==> src/logic/div_config.svh <==
////////////////////////////////////////////////////////////
// Width and iteration settings for the serial divider
// Included by every RTL file that sizes a bus or a counter
////////////////////////////////////////////////////////////

`ifndef DIV_CONFIG_SVH
`define DIV_CONFIG_SVH

// Operand and result width
`define DIV_WIDTH 32

// Bit index counter width
`define DIV_CNT_WIDTH 5

// First quotient bit produced by the restoring loop
`define DIV_LAST_BIT 31

`endif

==> src/logic/div_ctrl_pkg.sv <==
////////////////////////////////////////////////////////////
// Internal control phases of the serial divider
// Produced by the FSM and decoded by the datapath
////////////////////////////////////////////////////////////

package div_ctrl_pkg;

  // One phase per cycle of a division run
  typedef enum logic [2:0] {
    IDLE        = 3'd0,
    ABS_A       = 3'd1,
    ABS_B       = 3'd2,
    COMP        = 3'd3,
    LAST        = 3'd4,
    CHANGE_SIGN = 3'd5,
    FINISH      = 3'd6
  } div_phase_e;

endpackage

==> src/logic/div_op_pkg.sv <==
////////////////////////////////////////////////////////////
// Operation encoding seen at the divider request port
// Shared by the top level, the datapath and the testbench
////////////////////////////////////////////////////////////

package div_op_pkg;

  // Upper bit picks the remainder, lower bit picks unsigned
  typedef enum logic [1:0] {
    DIV  = 2'b00,
    DIVU = 2'b01,
    REM  = 2'b10,
    REMU = 2'b11
  } div_op_e;

endpackage

==> src/logic/div_bit_counter.sv <==
////////////////////////////////////////////////////////////
// Quotient bit position counter
// Loaded with the top index, then stepped down once per
// subtract-and-shift cycle
////////////////////////////////////////////////////////////

`timescale 1ns/1ns

`include "div_config.svh"

module div_bit_counter (
  input  logic                      clk_i,
  input  logic                      rst_ni,
  input  logic                      load_i,
  input  logic                      dec_i,
  output logic [`DIV_CNT_WIDTH-1:0] bit_idx_o,
  output logic                      last_o
);

  logic [`DIV_CNT_WIDTH-1:0] cnt_q;

  always_ff @(posedge clk_i or negedge rst_ni) begin
    if (!rst_ni) begin
      cnt_q <= '0;
    end else if (load_i) begin
      cnt_q <= `DIV_CNT_WIDTH'(`DIV_LAST_BIT);
    end else if (dec_i) begin
      cnt_q <= cnt_q - 1'b1;
    end
  end

  assign bit_idx_o = cnt_q;

  // Index one marks the final COMP cycle
  assign last_o = (cnt_q == `DIV_CNT_WIDTH'(1));

  // A wrap would restart the loop behind the FSM's back
  assert property (@(posedge clk_i) disable iff (!rst_ni)
    dec_i |-> (cnt_q != '0));

endmodule

==> src/logic/div_datapath.sv <==
////////////////////////////////////////////////////////////
// Divider datapath with operand, remainder, quotient and
// denominator registers around one shared subtractor
// Register updates are picked by the current FSM phase
////////////////////////////////////////////////////////////

`timescale 1ns/1ns

`include "div_config.svh"

module div_datapath (
  input  logic                      clk_i,
  input  logic                      rst_ni,
  input  logic                      req_fire_i,
  input  div_ctrl_pkg::div_phase_e  phase_i,
  input  logic [`DIV_CNT_WIDTH-1:0] bit_idx_i,
  input  div_op_pkg::div_op_e       op_i,
  input  logic [`DIV_WIDTH-1:0]     dividend_i,
  input  logic [`DIV_WIDTH-1:0]     divisor_i,
  input  logic                      data_ind_timing_i,
  output logic                      divisor_zero_o,
  output logic                      timing_mode_o,
  output logic [`DIV_WIDTH-1:0]     result_o
);

  div_op_pkg::div_op_e       op_q;
  logic                      timing_q;
  logic                      sign_a_q;
  logic                      sign_b_q;
  logic [`DIV_WIDTH-1:0]     num_q;
  logic [`DIV_WIDTH-1:0]     den_q;
  logic [`DIV_WIDTH-1:0]     rem_q;
  logic [`DIV_WIDTH-1:0]     quot_q;
  logic [`DIV_WIDTH-1:0]     sub_a;
  logic [`DIV_WIDTH-1:0]     sub_b;
  logic [`DIV_WIDTH-1:0]     diff;
  logic                      is_greater_equal;
  logic [`DIV_WIDTH-1:0]     next_rem;
  logic [`DIV_WIDTH-1:0]     quot_base;
  logic [`DIV_WIDTH-1:0]     one_shift;
  logic [`DIV_WIDTH-1:0]     next_quot;
  logic [`DIV_CNT_WIDTH-1:0] num_idx;
  logic                      is_rem;
  logic                      change_sign;

  ////////////////////////////////////////////////////////////
  // Request latch
  ////////////////////////////////////////////////////////////

  always_ff @(posedge clk_i or negedge rst_ni) begin
    if (!rst_ni) begin
      op_q     <= div_op_pkg::DIV;
      timing_q <= 1'b0;
      sign_a_q <= 1'b0;
      sign_b_q <= 1'b0;
    end else if (req_fire_i) begin
      op_q     <= op_i;
      timing_q <= data_ind_timing_i;
      // Unsigned ops never see a negative operand
      sign_a_q <= dividend_i[`DIV_WIDTH-1] & ~op_i[0];
      sign_b_q <= divisor_i[`DIV_WIDTH-1] & ~op_i[0];
    end
  end

  assign is_rem = op_q[1];

  ////////////////////////////////////////////////////////////
  // Shared subtractor
  ////////////////////////////////////////////////////////////

  always_comb begin
    sub_a = '0;
    sub_b = rem_q;
    unique case (phase_i)
      div_ctrl_pkg::ABS_A: sub_b = num_q;
      div_ctrl_pkg::ABS_B: sub_b = den_q;
      div_ctrl_pkg::COMP, div_ctrl_pkg::LAST: begin
        sub_a = rem_q;
        sub_b = den_q;
      end
      default: ;
    endcase
  end

  assign diff = sub_a - sub_b;

  // Unsigned compare from the MSBs and the difference sign
  always_comb begin
    if (rem_q[`DIV_WIDTH-1] == den_q[`DIV_WIDTH-1]) begin
      is_greater_equal = ~diff[`DIV_WIDTH-1];
    end else begin
      is_greater_equal = rem_q[`DIV_WIDTH-1];
    end
  end

  assign next_rem  = is_greater_equal ? diff : rem_q;
  assign one_shift = {{(`DIV_WIDTH-1){1'b0}}, 1'b1} << bit_idx_i;
  // First COMP step starts from an empty quotient
  assign quot_base = (bit_idx_i == `DIV_CNT_WIDTH'(`DIV_LAST_BIT)) ? '0 : quot_q;
  assign next_quot = is_greater_equal ? (quot_base | one_shift) : quot_base;
  assign num_idx   = bit_idx_i - 1'b1;

  // Quotient sign flip is suppressed for a zero divisor
  assign divisor_zero_o = (den_q == '0);
  assign change_sign    = is_rem ? sign_a_q : ((sign_a_q ^ sign_b_q) & ~divisor_zero_o);

  ////////////////////////////////////////////////////////////
  // Working registers
  ////////////////////////////////////////////////////////////

  always_ff @(posedge clk_i) begin
    if (req_fire_i) begin
      num_q <= dividend_i;
      den_q <= divisor_i;
      // Preset doubles as the zero divisor result
      rem_q <= op_i[1] ? dividend_i : '1;
    end else begin
      unique case (phase_i)
        div_ctrl_pkg::ABS_A: begin
          if (sign_a_q) begin
            num_q <= diff;
          end
        end
        div_ctrl_pkg::ABS_B: begin
          if (sign_b_q) begin
            den_q <= diff;
          end
          rem_q <= {{(`DIV_WIDTH-1){1'b0}}, num_q[`DIV_WIDTH-1]};
        end
        div_ctrl_pkg::COMP: begin
          rem_q  <= {next_rem[`DIV_WIDTH-2:0], num_q[num_idx]};
          quot_q <= next_quot;
        end
        // Remainder register now carries the selected result
        div_ctrl_pkg::LAST: rem_q <= is_rem ? next_rem : next_quot;
        div_ctrl_pkg::CHANGE_SIGN: begin
          if (change_sign) begin
            rem_q <= diff;
          end
        end
        default: ;
      endcase
    end
  end

  assign timing_mode_o = timing_q;
  assign result_o      = rem_q;

  // Each restoring step leaves less than the divisor behind
  assert property (@(posedge clk_i) disable iff (!rst_ni)
    ((phase_i == div_ctrl_pkg::COMP || phase_i == div_ctrl_pkg::LAST) && (den_q != '0))
      |-> (next_rem < den_q));

endmodule

==> src/logic/div_fsm.sv <==
////////////////////////////////////////////////////////////
// Phase sequencer of the serial divider
// Owns the request and result valid/ready handshakes and
// steers the bit counter
////////////////////////////////////////////////////////////

`timescale 1ns/1ns

`include "div_config.svh"

module div_fsm (
  input  logic                     clk_i,
  input  logic                     rst_ni,
  input  logic                     req_valid_i,
  input  logic                     res_ready_i,
  input  logic                     divisor_zero_i,
  input  logic                     data_ind_timing_i,
  input  logic                     last_i,
  output div_ctrl_pkg::div_phase_e phase_o,
  output logic                     req_ready_o,
  output logic                     res_valid_o,
  output logic                     cnt_load_o,
  output logic                     cnt_dec_o
);

  div_ctrl_pkg::div_phase_e phase_q, phase_d;

  always_ff @(posedge clk_i or negedge rst_ni) begin
    if (!rst_ni) begin
      phase_q <= div_ctrl_pkg::IDLE;
    end else begin
      phase_q <= phase_d;
    end
  end

  ////////////////////////////////////////////////////////////
  // Next phase
  ////////////////////////////////////////////////////////////

  always_comb begin
    phase_d = phase_q;
    unique case (phase_q)
      div_ctrl_pkg::IDLE: begin
        if (req_valid_i) begin
          phase_d = div_ctrl_pkg::ABS_A;
        end
      end
      div_ctrl_pkg::ABS_A: begin
        // Zero divisor skips the run unless timing must not leak
        if (divisor_zero_i && !data_ind_timing_i) begin
          phase_d = div_ctrl_pkg::FINISH;
        end else begin
          phase_d = div_ctrl_pkg::ABS_B;
        end
      end
      div_ctrl_pkg::ABS_B: phase_d = div_ctrl_pkg::COMP;
      div_ctrl_pkg::COMP: begin
        if (last_i) begin
          phase_d = div_ctrl_pkg::LAST;
        end
      end
      div_ctrl_pkg::LAST:        phase_d = div_ctrl_pkg::CHANGE_SIGN;
      div_ctrl_pkg::CHANGE_SIGN: phase_d = div_ctrl_pkg::FINISH;
      div_ctrl_pkg::FINISH: begin
        // Result held until the consumer takes it
        if (res_ready_i) begin
          phase_d = div_ctrl_pkg::IDLE;
        end
      end
      default: phase_d = div_ctrl_pkg::IDLE;
    endcase
  end

  assign phase_o     = phase_q;
  assign req_ready_o = (phase_q == div_ctrl_pkg::IDLE);
  assign res_valid_o = (phase_q == div_ctrl_pkg::FINISH);
  // Counter holds the top bit index when COMP starts
  assign cnt_load_o  = (phase_q == div_ctrl_pkg::ABS_B);
  assign cnt_dec_o   = (phase_q == div_ctrl_pkg::COMP);

  // Back-pressure keeps the result offered
  assert property (@(posedge clk_i) disable iff (!rst_ni)
    (res_valid_o && !res_ready_i) |=> res_valid_o);

  // Counter ends the loop after one COMP cycle per upper quotient bit
  assert property (@(posedge clk_i) disable iff (!rst_ni)
    $rose(cnt_dec_o) |-> ##`DIV_LAST_BIT $fell(cnt_dec_o));

endmodule

==> src/logic/serial_divider.sv <==
////////////////////////////////////////////////////////////
// Serial radix-2 divider for 32-bit signed and unsigned
// divide and remainder, one operation at a time behind a
// valid/ready request port and a valid/ready result port
////////////////////////////////////////////////////////////

`timescale 1ns/1ns

`include "div_config.svh"

module serial_divider (
  input  logic                  clk_i,
  input  logic                  rst_ni,
  input  logic                  req_valid_i,
  input  div_op_pkg::div_op_e   op_i,
  input  logic [`DIV_WIDTH-1:0] dividend_i,
  input  logic [`DIV_WIDTH-1:0] divisor_i,
  input  logic                  data_ind_timing_i,
  input  logic                  res_ready_i,
  output logic                  req_ready_o,
  output logic                  res_valid_o,
  output logic [`DIV_WIDTH-1:0] result_o
);

  div_ctrl_pkg::div_phase_e  phase;
  logic                      req_fire;
  logic                      cnt_load;
  logic                      cnt_dec;
  logic                      cnt_last;
  logic [`DIV_CNT_WIDTH-1:0] bit_idx;
  logic                      divisor_zero;
  logic                      timing_mode;

  assign req_fire = req_valid_i & req_ready_o;

  div_fsm u_fsm (
    .clk_i             (clk_i),
    .rst_ni            (rst_ni),
    .req_valid_i       (req_valid_i),
    .res_ready_i       (res_ready_i),
    .divisor_zero_i    (divisor_zero),
    .data_ind_timing_i (timing_mode),
    .last_i            (cnt_last),
    .phase_o           (phase),
    .req_ready_o       (req_ready_o),
    .res_valid_o       (res_valid_o),
    .cnt_load_o        (cnt_load),
    .cnt_dec_o         (cnt_dec)
  );

  div_bit_counter u_counter (
    .clk_i     (clk_i),
    .rst_ni    (rst_ni),
    .load_i    (cnt_load),
    .dec_i     (cnt_dec),
    .bit_idx_o (bit_idx),
    .last_o    (cnt_last)
  );

  div_datapath u_datapath (
    .clk_i             (clk_i),
    .rst_ni            (rst_ni),
    .req_fire_i        (req_fire),
    .phase_i           (phase),
    .bit_idx_i         (bit_idx),
    .op_i              (op_i),
    .dividend_i        (dividend_i),
    .divisor_i         (divisor_i),
    .data_ind_timing_i (data_ind_timing_i),
    .divisor_zero_o    (divisor_zero),
    .timing_mode_o     (timing_mode),
    .result_o          (result_o)
  );

endmodule

==> config.mk <==
export PLATFORM = sky130hd
export DESIGN_NAME = serial_divider
export DESIGN_NICKNAME = d
export VERILOG_FILES = /design/src/logic/div_ctrl_pkg.sv /design/src/logic/div_op_pkg.sv /design/src/logic/div_bit_counter.sv /design/src/logic/div_datapath.sv /design/src/logic/div_fsm.sv /design/src/logic/serial_divider.sv
export VERILOG_INCLUDE_DIRS = /design/src /design/src/logic
export SDC_FILE = /design/constraint.sdc
export NUM_CORES = 1
export LEC_CHECK = 0
export BUFFER_PORTS_ARGS = -buffer_cell sky130_fd_sc_hd__buf_2
export CORE_AREA = 8 8 193 195
export CTS_BUF_LIST = sky130_fd_sc_hd__clkbuf_16
export DETAILED_ROUTE_END_ITERATION = 10
export DIE_AREA = 0 0 201 203
export GPL_ROUTABILITY_DRIVEN = 0
export MAX_ROUTING_LAYER = met4
export PLACE_DENSITY = 0.53
export SYNTH_ARGS = -nofsm -noshare
export SYNTH_HDL_FRONTEND = slang
export SYNTH_SLANG_ARGS = --single-unit
==> constraint.sdc <==
create_clock -name clk_i -period 5.4 [get_ports clk_i]
set_clock_uncertainty 0.15 [all_clocks]
set_input_delay 1.08 -clock clk_i [delete_from_list [all_inputs] [get_ports clk_i]]
set_output_delay 1.08 -clock clk_i [all_outputs]
set_load 0.01 [all_outputs]
Word level (Yosys, flattened, before mapping) --
Cells that the tools add are included.
Storage, ports and cells: register bits 141, bits of input ports 71
Operators by class: mux-type cells 27, reduce and logical (&&, ||, !) cells 18, add/subtract/negate cells 2, bitwise gates (word level) 10, eq/ne operators 14, shifts and indexed selects 1, magnitude comparators 1
Operators with widths (number):
- two-way mux 32 bit | 14
- one-hot mux 32 bit (4 select lines) | 1
- one-hot mux 32 bit (2 select lines) | 1
- logical NOT 32 bit | 1
- OR 32 bit | 1
- left shift 1 x 5 -> 32 bit, first input constant | 1
- subtractor 32 bit | 1
- one-hot mux 3 bit (7 select lines) | 1
- two-way mux 3 bit | 4
- two-way mux 5 bit | 2
- nonzero test 2 bit | 5
- == test 3 bit, second input constant | 3
- AND reduction 2 bit | 4
- == test 3 x 2 -> 1 bit, second input constant | 2
- less-than comparator 5 x 6 -> 1 bit, second input constant | 1
- AND reduction 3 bit | 2
- binary-select mux 1 bit (select 5 bit) | 1
- == test 5 x 1 -> 1 bit, second input constant | 1
- == test 5 bit, second input constant | 1
- nonzero test 5 bit | 1
- subtractor 5 x 1 -> 5 bit, second input constant | 1
- AND 1 bit | 4
- inequality test 2 bit, second input constant | 2
- inequality test 4 bit, second input constant | 1
- other kinds (12) | 17

Longest topological paths before layout --
word-level depth 10, mapped depth 21

Modules after synthesis --
From an unflattened synthesis, not the netlist that was laid out.
Second synthesis, totals: cells, all modules 1233, area total of the unflattened synthesis 10999.3 sq um
By module, submodules not included:
- div_datapath | cells each 1184, times used 1, area an instance 10491.3 sq um, sequential area each 3943.8 sq um
- div_bit_counter | cells each 26, times used 1, area an instance 295.3 sq um, sequential area each 125.1 sq um
- div_fsm | cells each 22, times used 1, area an instance 206.4 sq um, sequential area each 75.1 sq um
- serial_divider | cells each 1, times used 1, area an instance 6.3 sq um, sequential area each 0.0 sq um

Worst setup path after synthesis --
Ideal clock, no wire load.
path type register to register, from reg u_fsm.phase_q[1] (netlist: u_fsm.phase_o[1]), to reg u_datapath.rem_q[5] (netlist: u_datapath.result_o[5]), data pin, setup slack 721 ps, setup time 261 ps, required time 4989 ps, buffers on the path 5, cell stages (with the launch flop) 20, arrival time 4268 ps, clock period less this slack 4679 ps, path through dfrtp_1 > nor2b_1 > clkbuf_1 > or2_2 > clkbuf_1 > nor2_1 > clkbuf_1 > a21oi_1 > ha_1 > buf_6 > a21oi_4 > o21ai_1 > a221o_1 > a311oi_2 > xor2_1 > maj3_4 > nor2_2 > buf_6 > a221o_1 > a221o_1
Between the ends: longest elaborated chain between the ends 10
RTL lines:
- start: declaration | line div_fsm.sv:26 | div_ctrl_pkg::div_phase_e phase_q, phase_d;
- start signal: assignment | line div_fsm.sv:30 | phase_q <= div_ctrl_pkg::IDLE;
- start signal: assignment | line div_fsm.sv:32 | phase_q <= phase_d;
- == test 3 x 2 -> 1 bit or == test 3 bit (tied branches) | line div_datapath.sv:74, div_datapath.sv:118
- OR reduction 3 bit (no line) or OR reduction 2 bit (tied branches)
- one-hot mux 32 bit (2 select lines) or two-way mux 32 bit (tied branches) | line div_datapath.sv:74 | unique case (phase_i)
- subtractor 32 bit | line div_datapath.sv:85 | assign diff = sub_a - sub_b;
- inverter 1 bit | line div_datapath.sv:90 | is_greater_equal = ~diff[`DIV_WIDTH-1];
- two-way mux 1 bit | line div_datapath.sv:89 | if (rem_q[`DIV_WIDTH-1] == den_q[`DIV_WIDTH-1]) begin
- two-way mux 32 bit, on equally long branches | line div_datapath.sv:100, div_datapath.sv:96
- two-way mux 32 bit | line div_datapath.sv:135 | div_ctrl_pkg::LAST: rem_q <= is_rem ? next_rem : next_quot;
- one-hot mux 32 bit (4 select lines) | line div_datapath.sv:118 | unique case (phase_i)
- two-way mux 32 bit (*) | line div_datapath.sv:112 | if (req_fire_i) begin
- end signal: assignment | line div_datapath.sv:116 | rem_q <= op_i[1] ? dividend_i : '1;
- end signal: assignment | line div_datapath.sv:135
- end signal: assignment | line div_datapath.sv:138 | rem_q <= diff;
- end: declaration | line div_datapath.sv:32 | logic [`DIV_WIDTH-1:0] rem_q;
Every way passes the cells marked *; elsewhere a longest branch is shown, timed or not. The select of a mux whose other input is x is not followed. A chain may end at the register's enable or synchronous reset.

Worst setup path after layout --
from reg u_fsm.phase_q[1] (netlist: u_fsm.phase_o[1]), to reg u_datapath.rem_q[21] (netlist: u_datapath.result_o[21]), data pin
The elaborated chain is that of the path after synthesis.

==> run summary <==
At the worst endpoint, the arrival time is 5.24 ns. The number of placement rows is 68. By instance count, the leading cell after synthesis is sky130_fd_sc_hd__nand2_1. The logs give 0.43 ns for the clock latency on the worst-skew pair and 40040 µm for the wire length reported by the detailed router.

The post-route antenna net violation count is 0. Launch point of the worst hold path: u_datapath.timing_mode_o. The sequential-to-total area share from yosys stat came out at 0.4108. Summing all multi-input logic gate instances after layout gives 5592 µm². The max-slew headroom at the worst pin is 0.3631, and the level count of the clock H-tree is 4. The async set or reset register ratio after synthesis came out at 0.08571. During synthesis, Yosys emitted a total of 0 warnings. The maximum number of pins on one net before global-route repair came out at 65. The tools report the count of vias placed by the detailed router as 9571. The final count of hold timing violations is 0, and the final worst-path cycle share is 0.9644. Detailed placement ended at an HPWL of 30940 µm. The critical path in this run is classified as reg2reg. Dividing the detail-routed via count by the number of cells gives 5.724. STA classifies the critical path startpoint as a register.

The final standard cell utilization of the core is 0.3446. The die covers 40800 µm². The initial antenna violation count is 1. The worst register-to-register path ends at u_datapath.result_o[21].

The flow ran to the end, and the final reports show no timing, DRC or antenna violations. The number of nets handed over by synthesis was 1224. The number of buffers inserted for hold repair after clock tree synthesis was 0. The fraction of layout instances using a drive strength above 1 works out to 0.1800. The average footprint of a synthesized cell was 9.039 µm²; the number of buffers between clock root and the deepest sink was 2. From left edge to right edge, the die measures 201 µm. The first routing iteration left 1401 violations. The die height works out to 203 µm. The tools report the via count of the first global-routing pass as 9158. The endpoint with the worst hold slack is u_datapath.timing_mode_o. The number of flops mapped to enable cells by yosys came out at 128. After synthesis, the cell types taking the most area are sky130_fd_sc_hd__edfxtp_1 38%, sky130_fd_sc_hd__nand2_1 6.2%, sky130_fd_sc_hd__a21oi_1 4.9%. Number of ports placed on the die boundary: 105.

TritonCTS built the clock tree. Among all flip-flop cells after synthesis, the most frequent one is sky130_fd_sc_hd__edfxtp_1. The total track usage is 0.1949.

Counting cells, the worst reg-to-reg path comes to 18. The number of storage elements in the synthesis netlist was 140. Synthesis produced 1116 cells. The global-route wire length before repair is 59170 µm, and the slew at the pin with the worst max-slew slack is 0.9553 ns.

The total CTS buffers was 17; the number of clock sinks seen by CTS was 140. Kind of path behind the tightest hold check: reg2reg. The layout has 3542 filler cells. The number of antenna diodes in the final layout is 0. The DRC violations left was 0; the core area was 34120 µm². At the worst endpoint, the required time is 5.43 ns. Along the worst path, the maximum fanout reaches 20. The largest total area in the synthesized netlist belongs to sky130_fd_sc_hd__edfxtp_1.

Derived from the worst setup path, the maximum achievable clock frequency is 0.1920 GHz. Average wire per standard cell: 23.95 µm. For the area of the mapped netlist, the log shows 10090 µm². STA classifies the critical path endpoint as a register. The total count of max-transition violations in the final report is 0, and the minimum clock period is 5.208 ns. The count of buffers added on input and output ports is 104.

Ranked by instance count, the synthesized netlist is headed by 166 x sky130_fd_sc_hd__nand2_1, 128 x sky130_fd_sc_hd__edfxtp_1, 99 x sky130_fd_sc_hd__a21oi_1. In this run the critical register-to-register path is launched from u_fsm.phase_o[1]. The clock transition time at the flip-flop clock pins of the worst setup and hold paths works out to 0.07 ns. The starting density of the core was 0.2957; the count of max-cap constraint violations was 0. Along the worst hold path, the cell count comes to 2. The area share of the leading cell type in the synthesized netlist is 0.3810, and the final setup violation count is 0.

In this run, distinct cell masters in the synthesized netlist total 73. The final layout contains 1312 nets. Compared with the post-synthesis result, the final layout area differs by 16.55%. The total overflow left after global routing is 0. The logs give 6 for the first-pass iteration count of the detailed router and 0.19 ns for the worst setup slack for register-to-register paths. The sequential cell area was 4144 µm². The tools report the root buffer cell as sky130_fd_sc_hd__clkbuf_16.

After routing, the total negative slack on setup checks comes to 0 ns.
## area by class of cell
| type | instances | share of cell area |
|---|---|---|
| clock buffer | 17 | 0.03619 |
| tap | 455 | 0.04842 |
| clock inverter | 15 | 0.009046 |
| multi-input combinational | 880 | 0.4756 |
| timing repair buffer | 145 | 0.07184 |
| inverter | 20 | 0.006386 |
| sequential | 140 | 0.3525 |
## cell usage in the layout, fill, tap and decap left out, drive strengths merged, types with 17 or more instances in the layout
cell / Yosys / layout
a21o: 45 / 45
a21oi: 101 / 101
a22o: 33 / 33
a31oi: 25 / 25
buf: 23 / 145
clkbuf: 53 / 17
edfxtp: 128 / 128
ha: 36 / 36
inv: 20 / 22
nand2: 166 / 166
nor2: 96 / 96
nor2b: 30 / 30
o21ai: 80 / 80
xnor2: 23 / 23
## metal layers
layer / vias to the layer above / global-route usage / share of wire
li1: 4373 / - / -
met1: 4616 / 0.2849 / 0.47
met2: 533 / 0.2672 / 0.42
met3: 49 / 0.04033 / 0.094
met4: 0 / 0.05099 / 0.019
met5: - / - / 0
## worst max-delay path by stage
stage | start | endpoint | slack (ns) | depth (start not counted)
2_1_floorplan | u_fsm.phase_o[1] | u_datapath.result_o[5] | 0.72 | 19
3_3_place_gp | u_fsm.phase_o[1] | u_datapath.result_o[2] | 0.30 | 17
3_5_place_dp | u_fsm.phase_o[1] | u_datapath.result_o[2] | 0.25 | 19
4_1_cts | u_fsm.phase_o[1] | u_datapath.result_o[2] | 0.21 | 19
5_1_grt | u_fsm.phase_o[1] | u_datapath.result_o[15] | -0.01 | 18
6_report | u_fsm.phase_o[1] | u_datapath.result_o[21] | 0.19 | 18
## cells by family (layout without fill, tap and decap cells)
| kind of cell | after synthesis | count (layout) | share of synthesized area |
|---|---|---|---|
| flip-flops | 140 | 140 | 0.4108 |
| AO/OA/AOI/OAI | 386 | 386 | 0.2559 |
| multiplexers | 21 | 21 | 0.03374 |
| adder cells (fa/ha/maj) | 39 | 39 | 0.04912 |
| buffers and inverters | 96 | 197 | 0.03920 |
| XOR/XNOR | 34 | 34 | 0.02952 |
| AND/OR/NAND/NOR | 400 | 400 | 0.1817 |
## critical path: stages, from the launching register on
cell                       delay [ns]
sky130_fd_sc_hd__dfrtp_1         0.46
sky130_fd_sc_hd__nor2b_1         0.19
sky130_fd_sc_hd__or2_2           0.40
sky130_fd_sc_hd__buf_4           0.24
sky130_fd_sc_hd__a22o_1          0.25
sky130_fd_sc_hd__a21oi_1         0.24
sky130_fd_sc_hd__ha_1            0.34
sky130_fd_sc_hd__nand3_1         0.16
sky130_fd_sc_hd__nor4_1          0.49
sky130_fd_sc_hd__a221o_1         0.25
sky130_fd_sc_hd__a311oi_2        0.04
sky130_fd_sc_hd__buf_4           0.20
sky130_fd_sc_hd__xor2_1          0.16
sky130_fd_sc_hd__maj3_4          0.37
sky130_fd_sc_hd__buf_4           0.22
sky130_fd_sc_hd__buf_4           0.21
sky130_fd_sc_hd__nand4_1         0.13
sky130_fd_sc_hd__a21oi_1         0.12
sky130_fd_sc_hd__o32a_1          0.31
## through the flow
step	hold WS [ns]	cells	setup WS (ns)	area (µm²)
floorplan	0.2967	1116	0.7207	10090
global placement	0.3199	1639	0.3026	11200
detailed placement	0.3281	1639	0.2453	11200
CTS	0.3441	1671	0.2108	11740
global route	0.3740	1672	-0.01365	11760
finish	0.3414	1672	0.1920	11760
## repair_timing
item / in CTS / in global routing
gates resized for setup: 0 / 3
buffers inserted: 0 / 1
setup endpoints to repair: 0 / 14
## registers in the layout, indices dropped and copies added (netlist names)
register / flops
u_counter.bit_idx_o: 5
u_datapath.den_q: 32
u_datapath.num_q: 32
u_datapath.op_q: 1
u_datapath.quot_q: 32
u_datapath.result_o: 32
u_datapath.sign_a_q: 1
u_datapath.sign_b_q: 1
u_datapath.timing_mode_o: 1
u_fsm.phase_o: 3
Power is not shown: default switching activity piles up to over one toggle a cycle in this logic, so the estimate is an artifact.
